`src/logic/fetch_pkg.sv`:
```
package fetch_pkg;

    typedef logic [31:0] addr_t;     // byte address
    typedef logic [31:0] inst_t;
    typedef logic [3:0]  way_sel_t;  // one-hot, bit per way
    typedef logic [1:0]  age_t;      // 3 = most recently used

    // one-hot selects and the age rule assume four ways
    localparam int NUM_WAYS = 4;

    localparam addr_t RESET_PC = 32'hBFC00000;

    // one block refill per miss
    typedef enum logic [1:0] {
        IDLE,
        SETUP,  // tag, valid and age write
        ADDR,   // arvalid until arready
        DATA    // a word per beat until rlast
    } refill_state_e;

endpackage

```
`src/logic/refill_ctrl.sv`:
```
`timescale 1ns/10ps

module refill_ctrl #(
    parameter int  ICACHE_BLOCK_WORDS = 4,
    localparam int CNT_W = $clog2(ICACHE_BLOCK_WORDS),
    localparam int OFF_W = CNT_W + 2
) (
    input  logic                     clk,
    input  logic                     resetn,
    input  logic                     miss,
    input  fetch_pkg::addr_t         miss_addr,
    input  fetch_pkg::way_sel_t      victim,
    output fetch_pkg::refill_state_e state,
    output fetch_pkg::addr_t         araddr,
    output logic                     arvalid,
    input  logic                     arready,
    input  fetch_pkg::inst_t         rdata,
    input  logic                     rlast,
    input  logic                     rvalid,
    output logic                     rready,
    output logic                     fill_en,
    output fetch_pkg::way_sel_t      fill_way,
    output fetch_pkg::addr_t         fill_addr,
    output fetch_pkg::way_sel_t      wr_way,
    output fetch_pkg::addr_t         wr_addr,
    output fetch_pkg::inst_t         wr_data
);
    import fetch_pkg::*;

    addr_t            blk_addr;  // block aligned
    way_sel_t         way_q;
    logic [CNT_W-1:0] word_cnt;
    logic             beat;

    assign beat = rvalid && rready;

    always_ff @(posedge clk) begin
        if (!resetn) begin
            state <= IDLE;
        end else begin
            case (state)
                IDLE:    if (miss) state <= SETUP;
                SETUP:   state <= ADDR;
                ADDR:    if (arready) state <= DATA;
                DATA:    if (beat && rlast) state <= IDLE;
                default: state <= IDLE;
            endcase
        end
    end

    always_ff @(posedge clk) begin
        if (state == IDLE && miss) begin
            blk_addr <= {miss_addr[31:OFF_W], {OFF_W{1'b0}}};
            way_q    <= victim;
        end
    end

    always_ff @(posedge clk) begin
        if (!resetn) begin
            word_cnt <= '0;
        end else if (state == SETUP) begin
            word_cnt <= '0;
        end else if (beat) begin
            word_cnt <= word_cnt + 1'b1;
        end
    end

    // incrementing burst over the whole block
    assign arvalid = (state == ADDR);
    assign araddr  = blk_addr;
    assign rready  = (state == DATA);

    assign fill_en   = (state == SETUP);
    assign fill_way  = way_q;
    assign fill_addr = blk_addr;

    assign wr_way  = beat ? way_q : '0;
    assign wr_addr = {blk_addr[31:OFF_W], word_cnt, 2'b00};
    assign wr_data = rdata;

    // slave burst must end on the block's last word
    a_burst_len: assert property (
        @(posedge clk) disable iff (!resetn)
        beat |-> rlast == (word_cnt == CNT_W'(ICACHE_BLOCK_WORDS - 1))
    ) else $error("rlast not on the last word of the block");

endmodule

```
`config.mk`:
```
export PLATFORM = sky130hd
export DESIGN_NAME = refill_ctrl
export DESIGN_NICKNAME = d
export VERILOG_FILES = /design/src/logic/fetch_pkg.sv /design/src/logic/refill_ctrl.sv
export SDC_FILE = /design/constraint.sdc
export NUM_CORES = 1
export LEC_CHECK = 0
export ABC_AREA = 1
export BUFFER_PORTS_ARGS = -buffer_cell sky130_fd_sc_hd__buf_4
export CORE_AREA = 2 2 84 86
export CTS_CLUSTER_SIZE = 10
export DETAILED_ROUTE_END_ITERATION = 16
export DIE_AREA = 0 0 86 88
export GPL_ROUTABILITY_DRIVEN = 0
export GPL_TIMING_DRIVEN = 0
export PLACE_DENSITY = 0.72
export SLEW_MARGIN = 20
export SYNTH_ARGS = -nofsm -noshare
export SYNTH_HDL_FRONTEND = slang
export SYNTH_SLANG_ARGS = --single-unit
export TNS_END_PERCENT = 10
```
`constraint.sdc`:
```
create_clock -name clk -period 5.23 [get_ports clk]
set_clock_uncertainty 0.1 [all_clocks]
set_input_delay 0 -clock clk [delete_from_list [all_inputs] [get_ports clk]]
set_output_delay 0 -clock clk [all_outputs]
set_load 0.02 [all_outputs]
```
# After elaboration in Yosys (flattened, before gate mapping)
# Index checks and enable logic that the tools add are counted.
[word_totals]
input_bits = 74
ff_bits = 36
wordCells = 23
out_inout_bits = 141
[classes]
n_eq_ne = 6
bitwise = 1
mux = 5
reduce_logical = 6
n_addsub = 1
[ops]
columns = ["op", "count"]
rows = [
  ["$pmux 2 s4", 1],
  ["$mux 2", 3],
  ["$eq 2x2->1 const B", 2],
  ["$mux 4", 1],
  ["$ne 2x1->1 const B", 2],
  ["$logic_and 1x1->1", 3],
  ["$reduce_and 3->1", 1],
  ["$add 2x1->2 const B", 1],
  ["$eq 2x1->1 const B", 1],
  ["$logic_not 2->1", 1],
  ["$ne 2x2->1 const B", 1],
  ["$reduce_or 2->1", 1],
  ["$not 1->1", 1],
]

# Longest topological paths before layout
[depth]
word_depth = 5
depth_mapped = 7
mapped_depth_nobuf = 7

# Worst setup path after synthesis
# Ideal clock, no wire load.
[synth_timing]
path_kind = "reg-to-reg"
startpoint = "register state[0]"
endpoint = "register blk_addr[10] (netlist: araddr[10]) (enable)"
t_arrival_ns = 1.363
path_slack_ns = 3.380
setup_time_ns = 0.387
required_time_ns = 4.743
stages_incl_launch_ff = 5
period_less_slack_ns = 1.850
n_path_buf = 0
cell_sequence = "dfxtp_1 -> inv_1 -> ha_1 -> nand2_1 -> inv_1"
[synth_via]
elab_chain_cells = 2
[synth_lines]
columns = ["element", "line", "rtl"]
rows = [
  ["start, declared", "refill_ctrl.sv:13", "output fetch_pkg::refill_state_e state,"],
  ["start signal, assigned", "refill_ctrl.sv:39", "state <= IDLE;"],
  ["start signal, assigned", "refill_ctrl.sv:42", "IDLE: if (miss) state <= SETUP;"],
  ["start signal, assigned", "refill_ctrl.sv:43", "SETUP: state <= ADDR;"],
  ["$logic_not 2->1", "refill_ctrl.sv:52", "if (state == IDLE && miss) begin"],
  ["$logic_and 1x1->1", "refill_ctrl.sv:52", ""],
  ["end signal, assigned", "refill_ctrl.sv:53", "blk_addr <= {miss_addr[31:OFF_W], {OFF_W{1'b0}}};"],
  ["end, declared", "refill_ctrl.sv:30", "addr_t blk_addr;"],
]
# Every way passes these cells.
# A chain may end at the register's enable or synchronous reset.

# Worst setup path in the final report
[layout_timing]
startpoint = "register state[0]"
endpoint = "register blk_addr[24] (netlist: araddr[24]) (enable)"
# Same word-level chain as after synthesis.

==> qor.txt <==
STATUS
----------------------------------------------------------------------------------------
Run status                                                                  complete, no violations

SYNTH
----------------------------------------------------------------------------------------
Netlist area before placement                                                  2030 um^2
Syn_area_per_cell                                                              11.1 um^2
Count of mapped cells out of synthesis                                               183
Number of unique standard cell types used by synthesis                                14
Yosys warning total                                                                    0
Number of register bits inferred by synthesis                                         36
Sequential-to-total area share from yosys stat                                     0.513

STA
----------------------------------------------------------------------------------------
Actual transition at the worst max-transition pin                               0.681 ns
Setup repair after global routing missed its margin                                false
Upper clock frequency limit                                                    0.590 GHz
Final Hold Vio Count                                                                   0
Portion of the clock cycle consumed by the worst path in the final layout          0.324
Worst slack on hold paths                                                      0.0565 ns
Worst path setup slack after routing                                             3.53 ns
Aggregate negative setup slack                                                      0 ns
Worst slew margin relative to its limit                                            0.545
Post-layout min period                                                           1.70 ns
# setup viols final                                                                    0
Number of pins with negative max-slew slack in the final report                        0

CLOCKING
----------------------------------------------------------------------------------------
Number of CTS-inserted buffers                                                         5
Post-CTS Resized                                                                       0
Maximum buffer depth of the clock tree                                                 2
TritonCTS sink count                                                                  36
Clock-pin slew of the registers on the worst-case setup and hold paths           0.08 ns
Worst-Skew Late Latency                                                          0.28 ns
Number of H-tree levels                                                                2
TritonCTS clock tree                                                               built
Root Buffer                                                                 sky130_fd_sc_hd__clkbuf_8
Setup repair bufs after CTS                                                            0

POWER AND IR DROP
----------------------------------------------------------------------------------------
Post-layout total power                                                          1.48 mW
Share of total power in sequential cells                                           0.304
Net switching power figure                                                        556 uW
Sw Share                                                                           0.377
Clock network fraction of total power                                              0.162
Worst IR Drop VDD                                                               0.211 mV
Total power divided by cell area                                             382 nW/um^2
Cell-internal power                                                               920 uW
Combinational power share                                                          0.534
Leakage dissipation                                                              2.03 nW

DIE
----------------------------------------------------------------------------------------
Top-Level Pins                                                                       215
Initial standard-cell utilization of the core                                      0.306
Die area                                                                       7570 um^2
Die boundary width                                                                 86 um
Area of the placeable core                                                     6640 um^2
Number of standard-cell rows in the floorplan                                         30
Overall die height                                                                 88 um

FINAL LAYOUT
----------------------------------------------------------------------------------------
Most frequent cells in the layout                                           sky130_fd_sc_hd__buf_4 (266), sky130_fd_sc_hd__dlygate4sd3_1 (33), sky130_fd_sc_hd__edfxtp_1 (32)
Diodes inserted                                                                        0
Final cell count without fillers                                                     481
Commonest non-fill, non-tap cell in the layout                              sky130_fd_sc_hd__buf_4
Proportion of layout cells with a drive suffix above 1                             0.698
Area growth from synthesis to final layout                                         90.4%
Total Nets Final                                                                     479
Fillcell total                                                                       574

SETUP PATH
----------------------------------------------------------------------------------------
Signal arrival time at the worst endpoint                                        1.51 ns
Data required time of the worst path                                             5.04 ns
R2R setup slack                                                                  3.53 ns
Startpoint types                                                               flip-flop
FF-to-FF End                                                                araddr[24]$_DFFE_PP_
Max incr delay on CP                                                             0.50 ns
Crit path kind                                                                reg -> reg
Critical path cell sequence                                                 inv_1 -> ha_1 -> nand2_1 -> inv_2
Startpoint of the worst-slack reg-to-reg timing path                        state[0]$_SDFFE_PN0P_
Worst Setup End Kind                                                           flip-flop
Standard cell with the maximum stage delay on the critical path             sky130_fd_sc_hd__inv_2
Reg2Reg Depth                                                                          4
Maximum fanout along the worst path                                                   32

GRT
----------------------------------------------------------------------------------------
GRT overflow                                                                           0
Initial antenna violation count                                                        0
Global-route usage over all layers                                                 0.134
Vias in the first global route                                                     1,694
Wire length of the first global-routing pass                                     7900 um
Maximum number of pins on one net before global-route repair                          33

PLACED DESIGN
----------------------------------------------------------------------------------------
Total instance count after detailed placement                                        440
HPWL reported at the end of detailed placement                                   4470 um
Port-buffer cells                                                                    168
Worst setup timing slack at the placement stage                                  3.52 ns

DRT
----------------------------------------------------------------------------------------
Count of TritonRoute iterations in the first routing pass                              4
Count of unresolved DRC violations after routing                                       0
Final routed wirelength across all metal layers                                  5620 um
Number of vias after detailed routing                                              1,798
DRC marker count from the first detailed-route iteration                              28
Post-DR wirelength/cell                                                          11.7 um
Per-cell via count in the routed design                                             3.74
Antenna Nets Post-Route                                                                0

HOLD PATH
----------------------------------------------------------------------------------------
Kind of path behind the tightest hold check                                    in -> reg
Cells on Worst Hold Path                                                               6
Endpoint with the worst hold slack                                          state[1]$_SDFFE_PN0P_
Launch instance of the worst min-delay path                                      arready

FLOW RUN
----------------------------------------------------------------------------------------
Maxcap violations                                                                      0

==> power groups by stage <==
stage	Combinational [mW]	Sequential [mW]	Clock (mW)
global placement	0.763	0.453	0
finish	0.788	0.449	0.239
CTS	0.795	0.450	0.248
floorplan	0.395	0.519	0
global route	0.842	0.458	0.263
detailed placement	0.774	0.455	0
==> layout make-up <==
| class | count | area (um^2) | share of cell area |
|---|---|---|---|
| Buffer | 98 | 736 | 0.190 |
| Clock buffer | 5 | 68.8 | 0.0178 |
| Clock inverter | 3 | 42.5 | 0.0110 |
| Inverter | 16 | 60.1 | 0.0155 |
| Multi-Input combinational cell | 42 | 228 | 0.0589 |
| Sequential cell | 36 | 1040 | 0.269 |
| Tap cell | 80 | 100 | 0.0259 |
| Timing Repair Buffer | 201 | 1590 | 0.412 |
==> registers in the layout (all words and copies together), names as in the netlist <==
name / count
word_cnt: 2
fill_way: 4
state: 2
araddr: 28
==> synth_stat cells <==
cell                       instances  area share
sky130_fd_sc_hd__dfxtp_1           4       0.039
sky130_fd_sc_hd__conb_1            1      0.0018
sky130_fd_sc_hd__nand2_1          11       0.020
sky130_fd_sc_hd__buf_4            98        0.36
sky130_fd_sc_hd__nor3b_1           1      0.0037
sky130_fd_sc_hd__nand4_1           2      0.0062
sky130_fd_sc_hd__inv_2             1      0.0018
sky130_fd_sc_hd__inv_1            15       0.028
sky130_fd_sc_hd__nand2_2           2      0.0062
sky130_fd_sc_hd__edfxtp_1         32        0.47
sky130_fd_sc_hd__ha_1              5       0.031
sky130_fd_sc_hd__nor3_2            1      0.0049
sky130_fd_sc_hd__nand3_2           1      0.0049
sky130_fd_sc_hd__nor2_1            9       0.017
==> worst max-delay path, delay by kind of cell (launching register included) <==
family	cells	cell delay [ns]
and+or+nand+nor	1	0.06
DFF	1	0.35
adders and majority gates	1	0.18
buffers and inverters	2	0.63
==> metrics by stage <==
stage | utilization | area (um^2)
after CTS | 0.582 | 3870
after global routing | 0.582 | 3870
after detailed placement | 0.516 | 3430
after global placement | 0.516 | 3430
final | 0.582 | 3870
after floorplan | - | 2060
==> worst max-delay path by stage <==
stage	end	start	depth (start not counted)
after floorplan	araddr[10]$_DFFE_PP_	state[0]$_SDFFE_PN0P_	4
after global placement	araddr[26]$_DFFE_PP_	state[0]$_SDFFE_PN0P_	4
after detailed placement	araddr[24]$_DFFE_PP_	state[0]$_SDFFE_PN0P_	4
after CTS	araddr[24]$_DFFE_PP_	state[0]$_SDFFE_PN0P_	4
after global routing	araddr[24]$_DFFE_PP_	state[0]$_SDFFE_PN0P_	4
final	araddr[24]$_DFFE_PP_	state[0]$_SDFFE_PN0P_	4
==> repair_timing <==
item                                   CTS  global route
hold buffers                            33             0
setup endpoints to repair                0             0
endpoints found under the hold margin   36             0
==> routing by layer <==
layer,up-vias,global-route usage,wire [um]
li1,900,-,-
met1,789,0.126,1710
met2,104,0.266,3220
met3,5,0.0462,649
met4,0,0.0433,36
met5,-,0,0
==> kinds of logic (layout without fill, tap and decap cells) <==
kind of cell / after synthesis / count (layout) / share of synthesized area
buf+inv: 114 / 323 / 0.392
flops: 36 / 36 / 0.513
simple gates: 27 / 27 / 0.0628
fa+ha+maj: 5 / 5 / 0.0308
other cells: 1 / 10 / 0.00185
(Power assumes the default switching activity.)
