==> config.mk <==
export PLATFORM = sky130hd
export DESIGN_NAME = pc_gen
export DESIGN_NICKNAME = d
export VERILOG_FILES = /design/src/logic/fetch_pkg.sv /design/src/logic/pc_gen.sv
export SDC_FILE = /design/constraint.sdc
export NUM_CORES = 1
export LEC_CHECK = 0
export BUFFER_PORTS_ARGS = -buffer_cell sky130_fd_sc_hd__buf_2
export CORE_ASPECT_RATIO = 1.25
export CORE_UTILIZATION = 44
export DETAILED_ROUTE_END_ITERATION = 8
export PLACE_DENSITY = 0.74
export SLEW_MARGIN = 25
export SYNTH_ARGS = -nofsm -noshare
export SYNTH_HDL_FRONTEND = slang
export SYNTH_SLANG_ARGS = --single-unit
==> constraint.sdc <==
create_clock -name clk -period 2.1 [get_ports clk]
set_input_delay 0 -clock clk [delete_from_list [all_inputs] [get_ports clk]]
set_output_delay 0 -clock clk [all_outputs]
set_load 0.005 [all_outputs]
==> src/logic/fetch_pkg.sv <==
package fetch_pkg;

    typedef logic [31:0] addr_t;     // byte address
    typedef logic [31:0] inst_t;
    typedef logic [3:0]  way_sel_t;  // one-hot, bit per way
    typedef logic [1:0]  age_t;      // 3 = most recently used

    // one-hot selects and the age rule assume four ways
    localparam int NUM_WAYS = 4;

    localparam addr_t RESET_PC = 32'hBFC00000;

    // one block refill per miss
    typedef enum logic [1:0] {
        IDLE,
        SETUP,  // tag, valid and age write
        ADDR,   // arvalid until arready
        DATA    // a word per beat until rlast
    } refill_state_e;

endpackage

==> src/logic/pc_gen.sv <==
`timescale 1ns/10ps

module pc_gen #(
    parameter int ICACHE_BLOCK_WORDS = 4
) (
    input  logic             clk,
    input  logic             resetn,
    input  logic             advance,
    input  logic             flush,
    input  fetch_pkg::addr_t flush_target,
    output fetch_pkg::addr_t pc0,
    output fetch_pkg::addr_t pc1,
    output logic             pc1_valid
);
    import fetch_pkg::*;

    localparam int OFF_W = $clog2(ICACHE_BLOCK_WORDS) + 2;

    addr_t pc_q;

    assign pc0 = pc_q;
    assign pc1 = pc_q + 32'd4;

    // second word only while still inside the block
    assign pc1_valid = (pc_q[OFF_W-1:2] != {(OFF_W - 2){1'b1}});

    always_ff @(posedge clk) begin
        if (!resetn) begin
            pc_q <= RESET_PC;
        end else if (flush) begin
            pc_q <= flush_target;  // redirect beats advance
        end else if (advance) begin
            pc_q <= pc_q + (pc1_valid ? 32'd8 : 32'd4);
        end
    end

    a_pc_aligned: assert property (
        @(posedge clk) disable iff (!resetn) pc0[1:0] == 2'b00
    ) else $error("fetch pc not word aligned: %h", pc0);

endmodule

# Word-level counts from Yosys, hierarchy flattened
# Index checks and enable logic that the tools add are counted.
# totals
in_bits	36
out_inout_bits	65
register_bits	32
# classes
muxes	3
n_reduce_logical	1
eq_ne	1
n_addsub	2
# ops
operator	n
$mux 32	2
$add 32x3->32 const B	1
$add 32x4->32	1
$mux 4	1
$ne 2x2->1 const B	1
$reduce_bool 2->1	1

# Longest topological paths before layout
# Gate-level depths: netlist of run 1.
# depth
depth_word	5
ltp_mapped	7

# Worst setup path after synthesis of run 1
# No wires, ideal clock.
# synth_timing
kind	reg-to-reg
startpoint	register pc_q[3] (netlist: pc0[3])
endpoint	register pc_q[24] (netlist: pc0[24])
n_path_buf	2
period_less_slack_ns	2.135
setup_ns	0.091
arrival_time_ns	2.044
stages_incl_launch_ff	8
path_slack_ns	-0.035
path_cell_list	dfxtp_1 -> ha_1 -> clkbuf_1 -> o21ai_0 -> or3_1 -> clkbuf_1 -> or3_1 -> a311oi_1
# synth_via
elab_chain_cells	5
# synth_rtl
element	line	text
from (decl)	pc_gen.sv:19	addr_t pc_q;
from (signal assigned)	pc_gen.sv:31	pc_q <= flush_target;
from (signal assigned)	pc_gen.sv:33	pc_q <= pc_q + (pc1_valid ? 32'd8 : 32'd4);
$ne 2x2->1	pc_gen.sv:25	assign pc1_valid = (pc_q[OFF_W-1:2] != {(OFF_W - 2){1'b1}});
$mux 4	pc_gen.sv:33	
$add 32x4->32 (*)	pc_gen.sv:33	
$mux 32 (*)	pc_gen.sv:32	end else if (advance) begin
$mux 32 (*)	pc_gen.sv:30	end else if (flush) begin
# Mark *: on every way between the ends. The rest lies on a longest branch, timed or not. The select of a mux whose other input is x is not followed.
# A chain may end at the register's enable or synchronous reset.

# Worst setup path after layout of run 1
# layout_timing
startpoint	register pc_q[18] (netlist: pc0[18])
endpoint	output port pc1[24]
# layout_via
elab_chain_cells	1
# layout_rtl
element	line	text
$add 32x3->32	pc_gen.sv:22	assign pc1 = pc_q + 32'd4;
to (decl)	pc_gen.sv:12	output fetch_pkg::addr_t pc1,
# No other way between the ends.

==> reports/metrics.csv, run 1 <==
metric,value,unit
drive_gt1_share,37.0,%
cp_slowest_cell,or4_4,
holdPathEnd,pc0[9],
hpwl,5660,um
synthMuxAreaShare,1.21,%
ys_types,44,
min_from,flush_target[9],
async_flop_share,0,%
area_delta_synth_final,41.2,%
die_area,5930,um^2
wl_met1,3080,um
io_buffers,100,
fin_ws,61.1,ps
ys_seq_elements,32,
fin_nets,490,
yosysWarnings,0,
core,5440,um^2
synth_enable_flop_cells,0,
ys_seq_area_share,25.9,%
routed_via_density,5.75,
setup_viol,0,
ctsHtreeMaxLevel,2,
die_h,85.9,um
cellPowerDensity,509,nW/um^2
placed_cell_area,3210,um^2
dp_slack,148,ps
min_period_over_period,97.1,%
regToRegEndpoint,pc0[20],
cts_buffer_depth,2,
reg2reg_slack,130,ps
slowest_delay,540,ps
synth.avg_cell_area,7.60,um^2
crit_chain,nand4_2 -> or4_4 -> buf_4 -> nor3_1 -> xor2_1 -> buf_2,
fmax,490,MHz
hold_class,input pin to flip-flop,
synth_compound_area_share,18.9,%
hold_viol,0,
synthXorXnorAreaFrac,13.4,%
synth_area_leaders,"dfxtp_1, xnor2_1, xor2_1",
maxCapViolations,0,
clock_skew,3.81,ps
first_iter_violations,148,
worstSkewPairLatency,280,ps
clkTransAtPathRegs,70,ps
ant_nets,0,
route.met2.wl,3770,um
rows,30,
cp.required,2100,ps
cts_root_buf,clkbuf_8,
cp_data_arrival_time,2040,ps
first_global_vias,2709,
synthSimpleGateAreaFrac,30.9,%
grt_pass1_wl,12300,um
cts_tree,done,
tns,0,ps
status,"complete, no violations",
min_path_cells,3,
holdWs,5.94,ps
critPathCaptureType,primary output,
path_max_fanout,6,
syn_nets,366,
diodes,0,
pin_count,101,
crit_path_start_kind,flip-flop,
antenna_found_initial,0,
synth_cells,326,
synthFlopType,dfxtp_1,
drv_slew,0,
p_leak,1.56,nW
numCtsBuffers,5,
yosysTopAreaCellShare,25.9,%
gp_congestion,0.924,
design_area,3500,um^2
finalPower,1.78,mW
vias,2960,
critPathKind,flip-flop to primary output,
drc_errors,0,
grt_usage,25.3,%
yosys.area.top_type,dfxtp_1,
start_util,45.5,%
top_layer_used,met4,
fin_util,64.2,%
synth_most_common_cell,dfxtp_1,
synth_common_cells,"dfxtp_1, nand2_1, xnor2_1",
die_w,69.1,um
ff2ff_path_depth,7,
critPathTopFamily,simple AND/OR/NAND/NOR gates,
largest_reg_flops,32,
synthesis.area,2480,um^2
relSlewSlack,64.8,%
synth_fa_ha_area_share,2.02,%
worst_pin_slew,529,ps
crit_buf_inv,2,
first_pass_iters,4,
grt_start_max_net_pins,34,
fin_cells,515,
routed_wl,7430,um
synth_top_family_by_area,simple AND/OR/NAND/NOR gates,
grt-ovfl-total,0,
fin_crit,2040,ps
rsz0062_at_grt,yes,
reg2reg_from,pc0[2],
dp.cells,497,
routedWlPerCell,14.4,um
dr_wl_met3,459,um
max-vdd-ir-drop,0.618,mV
clock-sinks,32,
## area by class of cell
class | count | area [um^2]
multi-input cells | 250 | 1710
fillers | 482 | 1950
repair buffers | 149 | 891
clock inverters | 1 | 30.0
well taps | 64 | 80.1
clock buffers | 7 | 96.3
flip-flops and latches | 32 | 646
inverters | 12 | 45.0
## placed cells by master, fill, tap and decap left out, types with 5 or more instances in the layout
cell,n
a21oi_1,14
a311oi_1,6
a31oi_1,5
and3_1,12
and4_1,5
buf_2,100
buf_4,40
clkbuf_8,7
dfxtp_1,28
dlygate4sd3_1,9
inv_1,12
nand2_1,26
nand3_1,19
nand4_1,9
nor2_1,12
nor3_1,7
nor3_2,5
nor3b_1,7
nor4_1,6
o21ai_0,20
or3_1,6
xnor2_1,25
xor2_1,13
## power breakdown
group	internal, mW	total [mW]	leakage, nW	switching, mW
registers	0.652	0.691	0.267	0.0392
clock network	0.418	0.644	0.0645	0.225
logic	0.221	0.446	1.23	0.225
## worst max path at each step
| stage | cells past startpoint | start | end | slack [ps] |
|---|---|---|---|---|
| 2_1_floorplan | 7 | pc0[2] | pc0[24] | 10 |
| 3_3_place_gp | 4 | pc0[20] | pc0[28] | 180 |
| 3_5_place_dp | 7 | pc0[2] | pc0[20] | 150 |
| 4_1_cts | 6 | pc0[12] | pc1[24] | 40 |
| 5_1_grt | 6 | pc0[18] | pc1[24] | -50 |
| 6_report | 6 | pc0[18] | pc1[24] | 60 |
## per-layer routing
metal,track usage [%],up-vias
li1,-,1447
met1,30.3,1379
met2,45.3,120
met3,4.58,14
met4,8.72,0
met5,0,-
## repair_timing
item	4_1_cts	5_1_grt
hold endpoints to repair	9	0
resized for setup	3	11
endpoints found under the setup margin	4	11
pin swaps	0	1
hold buffers	9	0
setup buffers	0	1
## cells by family (layout without fill, tap and decap cells)
logic type	after synthesis	after routing
xor+xnor	38	38
flops	32	32
buf+inv	44	169
mux	3	3
simple gates	136	136
compound gates	69	69
fa+ha+maj	4	4
## worst min-delay path: cells and delay by family
family,cells,cell delay (ps)
AO/OA/AOI/OAI,2,170
buffers and inverters,1,80
(Power assumes the default switching activity.)
==> run 2: changes to the inputs <==
- ABC_AREA: default -> 1
- BUFFER_PORTS_ARGS: -buffer_cell sky130_fd_sc_hd__buf_2 -> -buffer_cell sky130_fd_sc_hd__clkbuf_2
- CORE_UTILIZATION: 44 -> 45
==> reports/metrics.csv, run 2 <==
metric,value,unit,change
min_path_cells,3,,unchanged
yosysTopAreaCellShare,23.9,%,-1.9 points
hold_class,input pin to flip-flop,,
dp_slack,292,ps,+145 ps
fmax,516,MHz,+5.2%
p_int,1.10,mW,-15%
yosysWarnings,0,,unchanged
placed_cell_area,3230,um^2,+0.62%
grt-ovfl-total,0,,unchanged
min_period_over_period,92.3,%,-4.8 points
fin_nets,572,,+17%
cts_root_buf,clkbuf_8,,
routed_wl,8120,um,+9.3%
hold_viol,0,,unchanged
largest_reg_flops,32,,unchanged
fin_util,61.2,%,-3.0 points
ys_types,32,,-27%
synth_area_leaders,"dfxtp_1, nand2_1, xor2_1",,
maxCapViolations,0,,unchanged
fill_cells,544,,+13%
synthesis.area,2680,um^2,+8.1%
ys_seq_area_share,23.9,%,-1.9 points
synth.avg_cell_area,6.45,um^2,-15%
first_global_vias,2770,,+2.3%
finalPower,1.60,mW,-10%
routed_via_density,5.17,,-10%
synthFlopType,dfxtp_1,,
rows,31,,+3.3%
critPathLaunch,pc0[6],,
synth_cells,415,,+27%
p_sw_share,31.3,%,+3.8 points
multiInputGateArea,1790,um^2,+4.8%
critPathCaptureType,primary output,,
die_w,71.0,um,+2.7%
final_cell_mix,"nand2_1, clkbuf_2, inv_1, nor2_1, nand3_1",,
grt_pass1_wl,12600,um,+2.4%
reg2reg_slack,220,ps,+90 ps
numCtsBuffers,5,,unchanged
worst_pin_slew,950,ps,+422 ps
routedWlPerCell,13.6,um,-6.0%
min_from,flush_target[30],,
vias,3097,,+4.6%
status,finished with violations,,
ant_nets,0,,unchanged
area_delta_synth_final,32.1,%,
die_area,6260,um^2,+5.5%
syn_nets,455,,+24%
ff2ff_path_depth,10,,+3
first_pass_iters,7,,+3
io_buffers,100,,unchanged
grt_usage,25.7,%,+0.42 points
drive_gt1_share,29.3,%,-7.8 points
path_max_fanout,7,,+1
worstSkewPairLatency,290,ps,about the same
combPwrFrac,23.8,%,-1.3 points
final_common_cell,nand2_1,,
cp.required,2100,ps,about the same
gp_congestion,0.917,,-0.80%
switching_power,500,uW,+2.1%
drv_slew,0,,unchanged
holdPathEnd,pc0[30],,
ys_seq_elements,32,,unchanged
async_flop_share,0,%,unchanged
violations,DRC,,
design_area,3540,um^2,+1.1%
cellPowerDensity,452,nW/um^2,-11%
fin_ws,162,ps,+101 ps
yosys.area.top_type,dfxtp_1,,
cp_data_arrival_time,1940,ps,-100 ps
cts_tree,done,,
p_seq_share,44.9,%,+6.1 points
p_leak,1.64,nW,+5.3%
rsz0062_at_grt,yes,,
max-vdd-ir-drop,0.325,mV,-47%
diodes,0,,unchanged
seqCellArea,642,um^2,-0.58%
relSlewSlack,36.6,%,-28 points
start_util,46.3,%,+0.81 points
core,5780,um^2,+6.2%
grt_start_max_net_pins,30,,-12%
regToRegEndpoint,pc0[27],,
fin_crit,1940,ps,-101 ps
ctsHtreeMaxLevel,2,,unchanged
cts_buffer_depth,2,,unchanged
critPathKind,flip-flop to primary output,,
clkTransAtPathRegs,70,ps,about the same
clock_skew,4.71,ps,+0.898 ps
clkPwrFrac,31.3,%,-4.8 points
reg2reg_from,pc0[2],,
first_iter_violations,201,,+36%
setup_viol,0,,unchanged
synth_most_common_cell,nand2_1,,
hpwl,6310,um,+12%
antenna_found_initial,0,,unchanged
synth_enable_flop_cells,0,,unchanged
synth_common_cells,"nand2_1, inv_1, nor2_1",,
crit_path_start_kind,flip-flop,,
pin_count,101,,unchanged
die_h,88.2,um,+2.7%
clock-sinks,32,,unchanged
drc_errors,6,,+6
-- run 2: changes by cell type after synthesis, moves of 9 or more --
cell	change
a22oi_1	+14
nor4_1	-9
nand2_2	+10
clkbuf_1	-11
nand3_1	+13
xnor2_1	-23
nor2_1	+27
inv_1	+27
o21ai_0	-14
nand2_1	+77
and3_1	-11
xor2_1	+18
-- run 2: worst max-delay path by stage --
stage	slack [ps]	end	cells past startpoint
2_1_floorplan	550	pc0[27]	10
3_3_place_gp	390	pc1[22]	8
3_5_place_dp	290	pc0[27]	8
4_1_cts	10	pc1[22]	8
5_1_grt	-30	pc1[19]	8
6_report	160	pc1[24]	8
-- run 2: area by class of cell --
cell class | count | area share, %
timing repair buffer | 128 | 21.4
tap | 66 | 2.34
clock buffer | 8 | 2.55
multi-input combinational | 319 | 50.6
inverter | 46 | 4.88
sequential | 32 | 18.2
-- run 2: logic make-up (layout without fill, tap and decap cells) --
logic type      Yosys count  in the layout  share of synthesized area [%]
compound gates           66             66                           15.3
xor+xnor                 33             33                           10.8
fa+ha+maj                 4              4                           1.87
buf+inv                  64            182                           9.72
flops                    32             32                           23.9
simple gates            216            216                           38.4
-- run 2: metrics by stage --
stage | hold slack (ps) | TNS (ps) | std cells
floorplan | 97.6 | 0 | 415
global placement | 222 | 0 | 570
detailed placement | 238 | 0 | 570
CTS | 7.80 | 0 | 597
global route | 23.3 | -37.6 | 599
finish | 24.5 | 0 | 599
-- run 2: timing repair --
item,in CTS,in global routing
hold endpoints to repair,18,0
hold buffers,19,0
setup buffers,0,2
endpoints found under the setup margin,0,6
resized for setup,0,3
-- run 2: power by group through the flow --
| stage | sequential [mW] | combinational [mW] | clock (mW) |
|---|---|---|---|
| floorplan | 0.712 | 0.203 | 0 |
| global placement | 0.727 | 0.346 | 0 |
| detailed placement | 0.728 | 0.351 | 0 |
| CTS | 0.714 | 0.380 | 0.509 |
| global route | 0.724 | 0.424 | 0.541 |
| finish | 0.718 | 0.380 | 0.501 |
-- run 2: worst max-delay path, stage by stage (launching register included) --
cell	delay, ps
dfxtp_1	490
nand2_2	190
nor2_4	170
nand2_2	110
nor2_4	150
nand2_2	80
nor2_2	100
xor2_1	210
clkbuf_2	150
-- run 2: routing by layer --
metal,global-route usage (%),up-vias,routed length (um)
met5,0,-,0
met4,9.45,0,144
met2,48.5,99,4300
met1,29.5,1408,3300
met3,3.87,12,375
li1,-,1578,-
