### src/logic/fetch_pkg.sv
package fetch_pkg;

    typedef logic [31:0] addr_t;     // byte address
    typedef logic [31:0] inst_t;
    typedef logic [3:0]  way_sel_t;  // one-hot, bit per way
    typedef logic [1:0]  age_t;      // 3 = most recently used

    // one-hot selects and the age rule assume four ways
    localparam int NUM_WAYS = 4;

    localparam addr_t RESET_PC = 32'hBFC00000;

    // one block refill per miss
    typedef enum logic [1:0] {
        IDLE,
        SETUP,  // tag, valid and age write
        ADDR,   // arvalid until arready
        DATA    // a word per beat until rlast
    } refill_state_e;

endpackage

### src/logic/fetch_stage.sv
`timescale 1ns/10ps

module fetch_stage #(
    parameter int  ICACHE_SETS        = 256,
    parameter int  ICACHE_BLOCK_WORDS = 4,
    localparam int TAG_W = 32 - $clog2(ICACHE_SETS) - $clog2(ICACHE_BLOCK_WORDS) - 2
) (
    input  logic                                       clk,
    input  logic                                       resetn,
    input  logic                                       flush,
    input  logic                                       buffer_full,
    input  fetch_pkg::addr_t                           pc0,
    input  fetch_pkg::addr_t                           pc1,
    input  logic                                       pc1_valid,
    input  logic [fetch_pkg::NUM_WAYS-1:0][TAG_W-1:0]  rd_tags,
    input  fetch_pkg::way_sel_t                        rd_valid,
    input  fetch_pkg::inst_t [fetch_pkg::NUM_WAYS-1:0] rd_data0,
    input  fetch_pkg::inst_t [fetch_pkg::NUM_WAYS-1:0] rd_data1,
    input  fetch_pkg::refill_state_e                   refill_state,
    output logic                                       advance,
    output logic                                       miss,
    output fetch_pkg::addr_t                           hold_addr,
    output logic                                       touch_en,
    output fetch_pkg::way_sel_t                        touch_way,
    output fetch_pkg::inst_t                           fetch_inst0,
    output fetch_pkg::inst_t                           fetch_inst1,
    output fetch_pkg::addr_t                           fetch_pc0,
    output fetch_pkg::addr_t                           fetch_pc1,
    output logic                                       fetch_valid0,
    output logic                                       fetch_valid1,
    output logic                                       fetch_output_en
);
    import fetch_pkg::*;

    addr_t    pc0_q;
    addr_t    pc1_q;
    logic     valid0_q;
    logic     valid1_q;
    logic     refill_tail;  // last beat may not be in the read yet
    logic     refill_busy;
    way_sel_t hit_way;
    logic     hit;

    // pc1 shares the block, so one compare covers the pair
    always_comb begin
        fetch_inst0 = '0;
        fetch_inst1 = '0;
        for (int w = 0; w < NUM_WAYS; w++) begin
            hit_way[w] = rd_valid[w] && (rd_tags[w] == pc0_q[31 -: TAG_W]);
            if (hit_way[w]) begin
                fetch_inst0 = rd_data0[w];
                fetch_inst1 = rd_data1[w];
            end
        end
    end

    assign hit         = |hit_way;
    assign refill_busy = (refill_state != IDLE) || refill_tail;

    assign fetch_output_en = valid0_q && hit && !refill_busy && !buffer_full;
    assign advance         = !valid0_q || fetch_output_en;
    assign miss            = valid0_q && !hit && (refill_state == IDLE);

    assign touch_en  = fetch_output_en;
    assign touch_way = hit_way;
    assign hold_addr = pc0_q;

    assign fetch_pc0    = pc0_q;
    assign fetch_pc1    = pc1_q;
    assign fetch_valid0 = valid0_q;
    assign fetch_valid1 = valid1_q;

    always_ff @(posedge clk) begin
        if (!resetn) begin
            valid0_q    <= 1'b0;
            valid1_q    <= 1'b0;
            refill_tail <= 1'b0;
        end else begin
            refill_tail <= (refill_state != IDLE);
            if (flush) begin
                valid0_q <= 1'b0;  // squash held pair
                valid1_q <= 1'b0;
            end else if (advance) begin
                valid0_q <= 1'b1;
                valid1_q <= pc1_valid;
            end
        end
    end

    always_ff @(posedge clk) begin
        if (advance) begin
            pc0_q <= pc0;
            pc1_q <= pc1;
        end
    end

    a_hit_onehot: assert property (
        @(posedge clk) disable iff (!resetn) valid0_q |-> $onehot0(hit_way)
    ) else $error("block present in more than one way: %b", hit_way);

endmodule

### config.mk
export PLATFORM = sky130hd
export DESIGN_NAME = fetch_stage
export DESIGN_NICKNAME = d
export VERILOG_FILES = /design/src/logic/fetch_pkg.sv /design/src/logic/fetch_stage.sv
export SDC_FILE = /design/constraint.sdc
export NUM_CORES = 1
export LEC_CHECK = 0
export BUFFER_PORTS_ARGS = -buffer_cell sky130_fd_sc_hd__buf_2
export CORE_AREA = 2 2 225 227
export CTS_CLUSTER_DIAMETER = 150
export CTS_CLUSTER_SIZE = 12
export DETAILED_ROUTE_END_ITERATION = 8
export DIE_AREA = 0 0 227 229
export PLACE_DENSITY_LB_ADDON = 0.2
export SYNTH_ARGS = -nofsm -noshare
export SYNTH_HDL_FRONTEND = slang
export SYNTH_SLANG_ARGS = --single-unit
### constraint.sdc
create_clock -name clk -period 5.11 [get_ports clk]
set_input_delay 1.022 -clock clk [delete_from_list [all_inputs] [get_ports clk]]
set_output_delay 1.022 -clock clk [all_outputs]
set_load 0.005 [all_outputs]
# == Word level (Yosys, flattened, before mapping) ==
# Cells that the tools add are included.
# totals
reg_bits,67
wordCells,37
# classes
n_eq_ne,4
n_mux,8
n_bitwise,1
n_reduce_logical,19
# ops
cell,count
$mux W32,8
$eq A20 B20 Y1,4
$logic_and A1 B1 Y1,9
$logic_not A1 Y1,4
$reduce_or A4 Y1,1
$logic_not A2 Y1,1
$logic_or A1 B1 Y1,2
$reduce_bool A2 Y1,1
$reduce_or A2 Y1,1
$not A1 Y1,1

# == Longest topological paths before layout ==
# Gate-level depths: netlist of the first run.
# depth
word_depth,7
ltp_mapped,10
mapped_depth_nobuf,7

# == Worst setup path after synthesis of the first run ==
# Ideal clock, no wire load.
# synth_timing
path_kind,input to output
startpoint,in rd_tags[48] in the netlist's numbering
endpoint,out advance
arrival_time_ns,4.067
required_ns,4.088
slack_ns,0.021
path_stages,7
path_buffers,1
cell_sequence,xnor2_1 -> nand4_1 -> or4_1 -> nor3_2 -> buf_4 -> o41a_1 -> nand2b_1
# synth_between
elab_chain_len,7
# synth_lines
element,line_no,text
from (decl),fetch_stage.sv:15,"input logic [fetch_pkg::NUM_WAYS-1:0][TAG_W-1:0] rd_tags,"
$eq A20 B20 Y1,fetch_stage.sv:49,hit_way[w] = rd_valid[w] && (rd_tags[w] == pc0_q[31 -: TAG_W]);
$logic_and A1 B1 Y1,fetch_stage.sv:49,
$reduce_or A4 Y1,fetch_stage.sv:57,assign hit = |hit_way;
$logic_and A1 B1 Y1 (3 in series),fetch_stage.sv:60,assign fetch_output_en = valid0_q && hit && !refill_busy && !buffer_full;
net fetch_output_en,fetch_stage.sv:31,output logic fetch_output_en
$logic_or A1 B1 Y1,fetch_stage.sv:61,assign advance = !valid0_q || fetch_output_en;
to (decl),fetch_stage.sv:20,"output logic advance,"
# The timed path passes the listed nets, and every way through them passes these cells.

# == Worst setup path in the final report of the first run ==
# layout_timing
startpoint,in rd_tags[48] in the netlist's numbering
endpoint,out fetch_inst0[0]
# layout_between
elab_chain_len,4
# layout_lines
element,line_no,text
$eq A20 B20 Y1,fetch_stage.sv:49,
$logic_and A1 B1 Y1,fetch_stage.sv:49,
$mux W32 (2 in series),fetch_stage.sv:50,if (hit_way[w]) begin
to (decl),fetch_stage.sv:25,"output fetch_pkg::inst_t fetch_inst0,"
# Every way passes these cells.

==> key figures, run 1 <==
Power
  • Gate power share: 0.217
  • Max IR drop VDD: 0.247 mV
  • Sw Share: 0.277
  • Net Sw Power: 0.000471 W
  • Power Density: 180 mW/mm²
  • P_int: 0.00123 W
  • Static leakage: 4.35 nW
  • Sequential power share: 0.405
  • Clock Power Share: 0.378

Route
  • Avg WL per Cell: 18.8 µm
  • Initial DRT Pass Iterations: 4
  • Vias per cell: 3.65
  • Drt total wl: 33600 µm
  • Iteration-0 DRC Markers: 232
  • # DRC: 0
  • Vias after detailed routing: 6527
  • DRT antenna net count: 0

Worst setup path
  • Cell family with most CP delay: simple AND/OR/NAND/NOR gates
  • Critical path, cell by cell: buf_2 > xnor2_1 > nand4_1 > or4_1 > nor3_4 > buf_12 > buf_4 > o21ai_1 > mux2_2 > buf_2
  • Data required, critical path: 4090 ps
  • Worst EP arrival: 3540 ps
  • Reg2reg end: fetch_pc0[7]
  • Bufs and invs on worst path: 4
  • Critical path startpoint category: input port
  • Slowest cell delay on critical path: 560 ps
  • Worst-path fanout max: 60
  • Slowest stage cell, crit path: or4_1
  • FF-to-FF path depth: 9
  • Flop2flop setup slack: 1830 ps
  • CP Capture Type: primary output
  • Reg2Reg Launch Point: fetch_pc0[14]
  • Setup CP Type: in -> out
  • Worst path most repeated cell: buf_2

Layout
  • Net count, final: 1514
  • Core Util, Final: 0.190
  • Most common cell after layout, fill and taps aside: buf_2
  • Layout cell share with drive strength beyond 1: 0.649
  • Final Non-Filler Cells: 1788
  • Area grow syn2layout: 68.7%
  • Most frequent cells in the layout: buf_2 (580), nand2_1 (70), mux2_2 (64), edfxtp_1 (64), o21ai_1 (60)

Clock tree
  • Worst-path clk slew: 50 ps
  • H-tree levels: 3
  • CTS tree: done
  • Hold Buf Count CTS: 0
  • Clk sink count: 67
  • Post-CTS Setup Bufs: 0
  • Clock buffer depth: 2
  • Worst-Skew Late Latency: 350 ps
  • Clock root buffer: clkbuf_16
  • Post-cts repair resize count: 0
  • Total CTS buffers: 9

GRT
  • First-pass GRT wire length: 44900 µm
  • Largest net degree at the start of global routing: 65
  • GRT Util Overall: 0.121
  • Initial antenna violation count: 19
  • Vias in the first global route: 6716
  • Remaining Overflow, GRT: 0

Flow run
  • Max_cap viols: 0

Placement
  • DP HPWL: 29000 µm
  • Worst slack, placed: 505 ps
  • Placer Congestion: 0.879
  • Post-Place Cells: 1764
  • I/O Buffers: 580

Synthesis
  • Synth top area share: 0.343
  • Main area contributors after synthesis: edfxtp_1 (34%), mux2_2 (13%), xnor2_1 (8.4%)
  • Synth Warn #: 0
  • Sequential-to-total area share from yosys stat: 0.354
  • Post-Synthesis Cells: 557
  • Synth Area per Inst: 10.1 µm²
  • Distinct cells, synth: 37
  • Mapped cell area: 0.00560 mm²
  • Seq cells post-synth: 67
  • Synth Net Count: 968
  • Most area-hungry cell type in the Yosys netlist: edfxtp_1

Timing
  • # setup viols final: 0
  • Worst Max-Slew Pin Slew: 643 ps
  • Max-slew violations: 0
  • RSZ-0062 raised after global routing: false
  • Post-Route Setup TNS: 0 ps
  • Fin crit period: 4560 ps
  • Final Cycle Share: 0.892
  • Final WS setup: 552 ps
  • F_max: 0.219 GHz
  • Hold Fails Final Rpt: 0
  • Slew HR: 0.568
  • Clk_skew: 12.9 ps

Die
  • Die height: 229 µm
  • Die W: 227 µm
  • Core area: 0.0497 mm²
  • I/O pins: 581
  • Initial Utilization: 0.113
  • Die area: 0.0520 mm²
  • Site row count: 82

Worst hold path
  • HP Start: fetch_valid0
  • Hold Crit Depth: 2
  • Hold crit path type: reg -> reg
  • Min-Delay Endpoint: fetch_valid1

Status
  • Status: completed
-- worst max-delay path by stage --
stage | from | end | slack [ps] | depth (start not counted)
floorplan | rd_tags[48] | advance | 20 | 7
global placement | rd_tags[48] | fetch_inst0[0] | 530 | 10
detailed placement | rd_tags[48] | fetch_inst0[0] | 500 | 10
CTS | rd_tags[48] | fetch_inst0[0] | 500 | 10
global route | rd_tags[48] | fetch_inst0[31] | 340 | 10
finish | rd_tags[48] | fetch_inst0[0] | 550 | 10
-- layer usage --
| layer | global-route usage | wire, µm |
|---|---|---|
| met1 | 0.134 | 12700 |
| met2 | 0.228 | 17200 |
| met3 | 0.0334 | 2910 |
| met4 | 0.0249 | 597 |
| met5 | 0 | 116 |
-- logic make-up after synthesis --
family	after synthesis	synth area share
buffers and inverters	75	0.0914
and+or+nand+nor	139	0.125
AOI/OAI and AO/OA	131	0.168
DFF	67	0.354
muxes	65	0.131
xor gates and xnor gates	80	0.131
-- cells in the mapped netlist --
library cell and count:
a211oi_4 1, a22oi_1 44, a22oi_2 20, a311o_1 1, and2_1 1, and3_1 1
and4_1 1, buf_2 10, buf_4 34, buf_6 12, clkbuf_1 16, dfxtp_1 3
edfxtp_1 64, inv_1 3, mux2_2 64, mux2i_1 1, nand2_1 70, nand2b_1 1
nand3_1 9, nand4_1 24, nand4b_1 2, nor2_1 4, nor2b_1 2, nor3_1 1
nor3_2 1, nor3b_1 3, nor4_1 10, nor4b_1 3, o21ai_0 4, o21ai_1 60
o41a_1 1, or2_2 3, or4_1 2, or4_4 1, xnor2_1 54, xnor2_2 4
xor2_1 22
-- power by group through the flow --
stage               combinational, W  sequential, W  clock, W
finish                      0.000369       0.000688  0.000642
global route                0.000404       0.000694  0.000676
CTS                         0.000377       0.000692  0.000661
detailed placement          0.000375       0.000702         0
global placement            0.000376       0.000702         0
floorplan                   0.000131       0.000686         0
-- layout make-up --
| type | instances | area, µm² |
|---|---|---|
| fillers | 5669 | 40200 |
| repair buffers | 607 | 3170 |
| multi-input cells | 415 | 3120 |
| flip-flops and latches | 67 | 1980 |
| well taps | 672 | 841 |
| clock buffers | 9 | 225 |
| clock inverters | 7 | 76.3 |
| diodes | 8 | 20.0 |
| inverters | 3 | 11.3 |
-- stage by stage --
| stage | hold WS (ps) | power [W] | instance area [µm²] |
|---|---|---|---|
| global route | 651 | 0.00177 | 9430 |
| finish | 611 | 0.00170 | 9450 |
| detailed placement | 601 | 0.00108 | 9120 |
| floorplan | 548 | 0.000817 | 5600 |
| global placement | 592 | 0.00108 | 9120 |
| CTS | 618 | 0.00173 | 9430 |
-- flip-flops by register name, indices dropped and copies added, names as in the netlist --
register / flops
fetch_pc0: 32
fetch_pc1: 32
fetch_valid0: 1
fetch_valid1: 1
refill_tail: 1
-- tightest hold or removal path, delay by kind of cell, from the launching register on --
family / cells / cell delay (ps)
flops: 1 / 360
compound gates: 1 / 150
buf+inv: 1 / 70
(Power assumes the default switching activity.)
==> inputs of run 2 (changes only) <==
- RECOVER_POWER: default -> 50
==> run 2 against run 1 <==
Compared with the run above:
- non-clock buffer count did not move
- worst setup slack improved by 4.3 ps
- wire length barely moved
- power fell by 0.38%
- sequential cell count did not move
- register-to-register slack barely moved
- via count rose by 0.11%
- sequential power barely moved
- sequential share of layout area rose by 0.11 points
- clock power barely moved
- fmax barely moved
==> key figures, run 2 (synthesized netlist as in run 1, its figures left out) <==
Route
  • Vias after detailed routing: 6534 (was 6527)
  • Drt total wl: 33500 µm (was 33600 µm)
  • # DRC: 0 (unchanged)
  • Avg WL per Cell: 18.8 µm (about the same)
  • DRT antenna net count: 0 (unchanged)
  • Iteration-0 DRC Markers: 212 (was 232)
  • Initial DRT Pass Iterations: 4 (unchanged)
  • Vias per cell: 3.66 (was 3.65)

Timing
  • # setup viols final: 0 (unchanged)
  • Clk_skew: 12.8 ps (was 12.9 ps)
  • Final WS setup: 557 ps (was 552 ps)
  • Post-Route Setup TNS: 0 ps (unchanged)
  • Max-slew violations: 0 (unchanged)
  • Hold Fails Final Rpt: 0 (unchanged)
  • Worst Max-Slew Pin Slew: 643 ps (about the same)
  • F_max: 0.220 GHz (was 0.219 GHz)
  • Final Cycle Share: 0.891 (was 0.892)
  • Fin crit period: 4550 ps (was 4560 ps)
  • Slew HR: 0.568 (about the same)
  • RSZ-0062 raised after global routing: false (unchanged)

GRT
  • Met1 usage: 0.134 (unchanged)
  • Initial antenna violation count: 19 (unchanged)
  • Vias in the first global route: 6716 (unchanged)
  • First-pass GRT wire length: 44900 µm (unchanged)
  • M3 GR Usage: 0.0334 (unchanged)
  • GR Util met2: 0.228 (unchanged)
  • Largest net degree at the start of global routing: 65 (unchanged)
  • GRT Util Overall: 0.121 (unchanged)
  • Gr busiest metal: met2 (unchanged)
  • Remaining Overflow, GRT: 0 (unchanged)

Layout
  • Layout cell share with drive strength beyond 1: 0.615 (was 0.649)
  • Area grow syn2layout: 67.8% (was 68.7%)
  • Most frequent cells in the layout: buf_2 (542), nand2_1 (70), mux2_2 (64), edfxtp_1 (64), o21ai_1 (60) (was buf_2 (580), nand2_1 (70), mux2_2 (64), edfxtp_1 (64), o21ai_1 (60))
  • Final instance area: 0.00940 mm² (was 0.00945 mm²)
  • Core Util, Final: 0.189 (was 0.190)
  • Most common cell after layout, fill and taps aside: buf_2 (unchanged)
  • Net count, final: 1514 (unchanged)

Worst setup path
  • Worst-path fanout max: 60 (unchanged)
  • Setup CP Type: in -> out (unchanged)
  • Worst Setup SP: rd_tags[48] (unchanged)
  • Data required, critical path: 4090 ps (about the same)
  • Worst EP arrival: 3530 ps (was 3540 ps)
  • CP Capture Type: primary output (unchanged)
  • Reg2Reg Launch Point: fetch_pc0[14] (unchanged)
  • Critical path startpoint category: input port (unchanged)

Clock tree
  • Worst-path clk slew: 50 ps (about the same)
  • Clock buffer depth: 2 (unchanged)
  • H-tree levels: 3 (unchanged)
  • Hold Buf Count CTS: 0 (unchanged)
  • Post-cts repair resize count: 0 (unchanged)
  • CTS tree: done (unchanged)
  • Worst-Skew Late Latency: 350 ps (about the same)
  • Clk sink count: 67 (unchanged)
  • Total CTS buffers: 9 (unchanged)
  • Post-CTS Setup Bufs: 0 (unchanged)
  • Clock root buffer: clkbuf_16 (unchanged)

Placement
  • Worst slack, placed: 505 ps (unchanged)
  • DP HPWL: 29000 µm (unchanged)
  • DP Area: 0.00912 mm² (unchanged)
  • Placer Congestion: 0.879 (unchanged)
  • I/O Buffers: 580 (unchanged)

Worst hold path
  • HP Start: fetch_valid0 (unchanged)
  • Hold crit path type: reg -> reg (unchanged)

Die
  • I/O pins: 581 (unchanged)
  • Die area: 0.0520 mm² (unchanged)
  • Die height: 229 µm (unchanged)
  • Initial Utilization: 0.113 (unchanged)
  • Die W: 227 µm (unchanged)
  • Site row count: 82 (unchanged)
  • Core area: 0.0497 mm² (unchanged)

Power
  • Power Density: 180 mW/mm² (about the same)
  • Max IR drop VDD: 0.243 mV (was 0.247 mV)
  • Static leakage: 4.25 nW (was 4.35 nW)

Flow run
  • Max_cap viols: 0 (unchanged)

Status
  • Status: completed (unchanged)
==> run 2: final timing paths <==
check	end	slack, ps	cells past startpoint
worst max register to register	fetch_pc0[15]	1830	9
worst min-delay path	fetch_valid1	610	2
worst min register to register	fetch_valid1	610	2
worst max-delay path	fetch_inst0[0]	560	10
==> run 2: worst max-delay path, cell delays in order <==
cell     delay, ps
buf_2          130
xnor2_1        260
nand4_1        120
or4_1          560
nor3_4         270
buf_12         260
buf_4          290
o21ai_1        100
mux2_2         290
buf_2          140
==> run 2: stage by stage <==
| step | hold slack (ps) | power, W | std cells |
|---|---|---|---|
| after floorplan | 548 | 0.000817 | 557 |
| after global placement | 592 | 0.00108 | 1764 |
| after detailed placement | 601 | 0.00108 | 1764 |
| after CTS | 618 | 0.00173 | 1780 |
| after global routing | 652 | 0.00177 | 1782 |
| final | 613 | 0.00169 | 1787 |
==> run 2: metal layers <==
metal  vias up  share of wire
li1       3145              -
met4        18          0.014
met3        45          0.085
met1      2978           0.38
met2       348           0.52
met5         -         0.0035
==> run 2: layout make-up <==
cell class / count / area [µm²]
timing repair buffer: 607 / 3120
inverter: 3 / 11.3
tap: 672 / 841
multi-input combinational: 415 / 3120
fill: 5680 / 40300
clock inverter: 7 / 76.3
antenna: 7 / 17.5
clock buffer: 9 / 225
sequential: 67 / 1980
==> run 2: where the power goes <==
part	internal (W)	switching [W]
logic	0.000199	0.000165
clock network	0.000380	0.000260
registers	0.000644	0.0000441
total	0.00122	0.000470
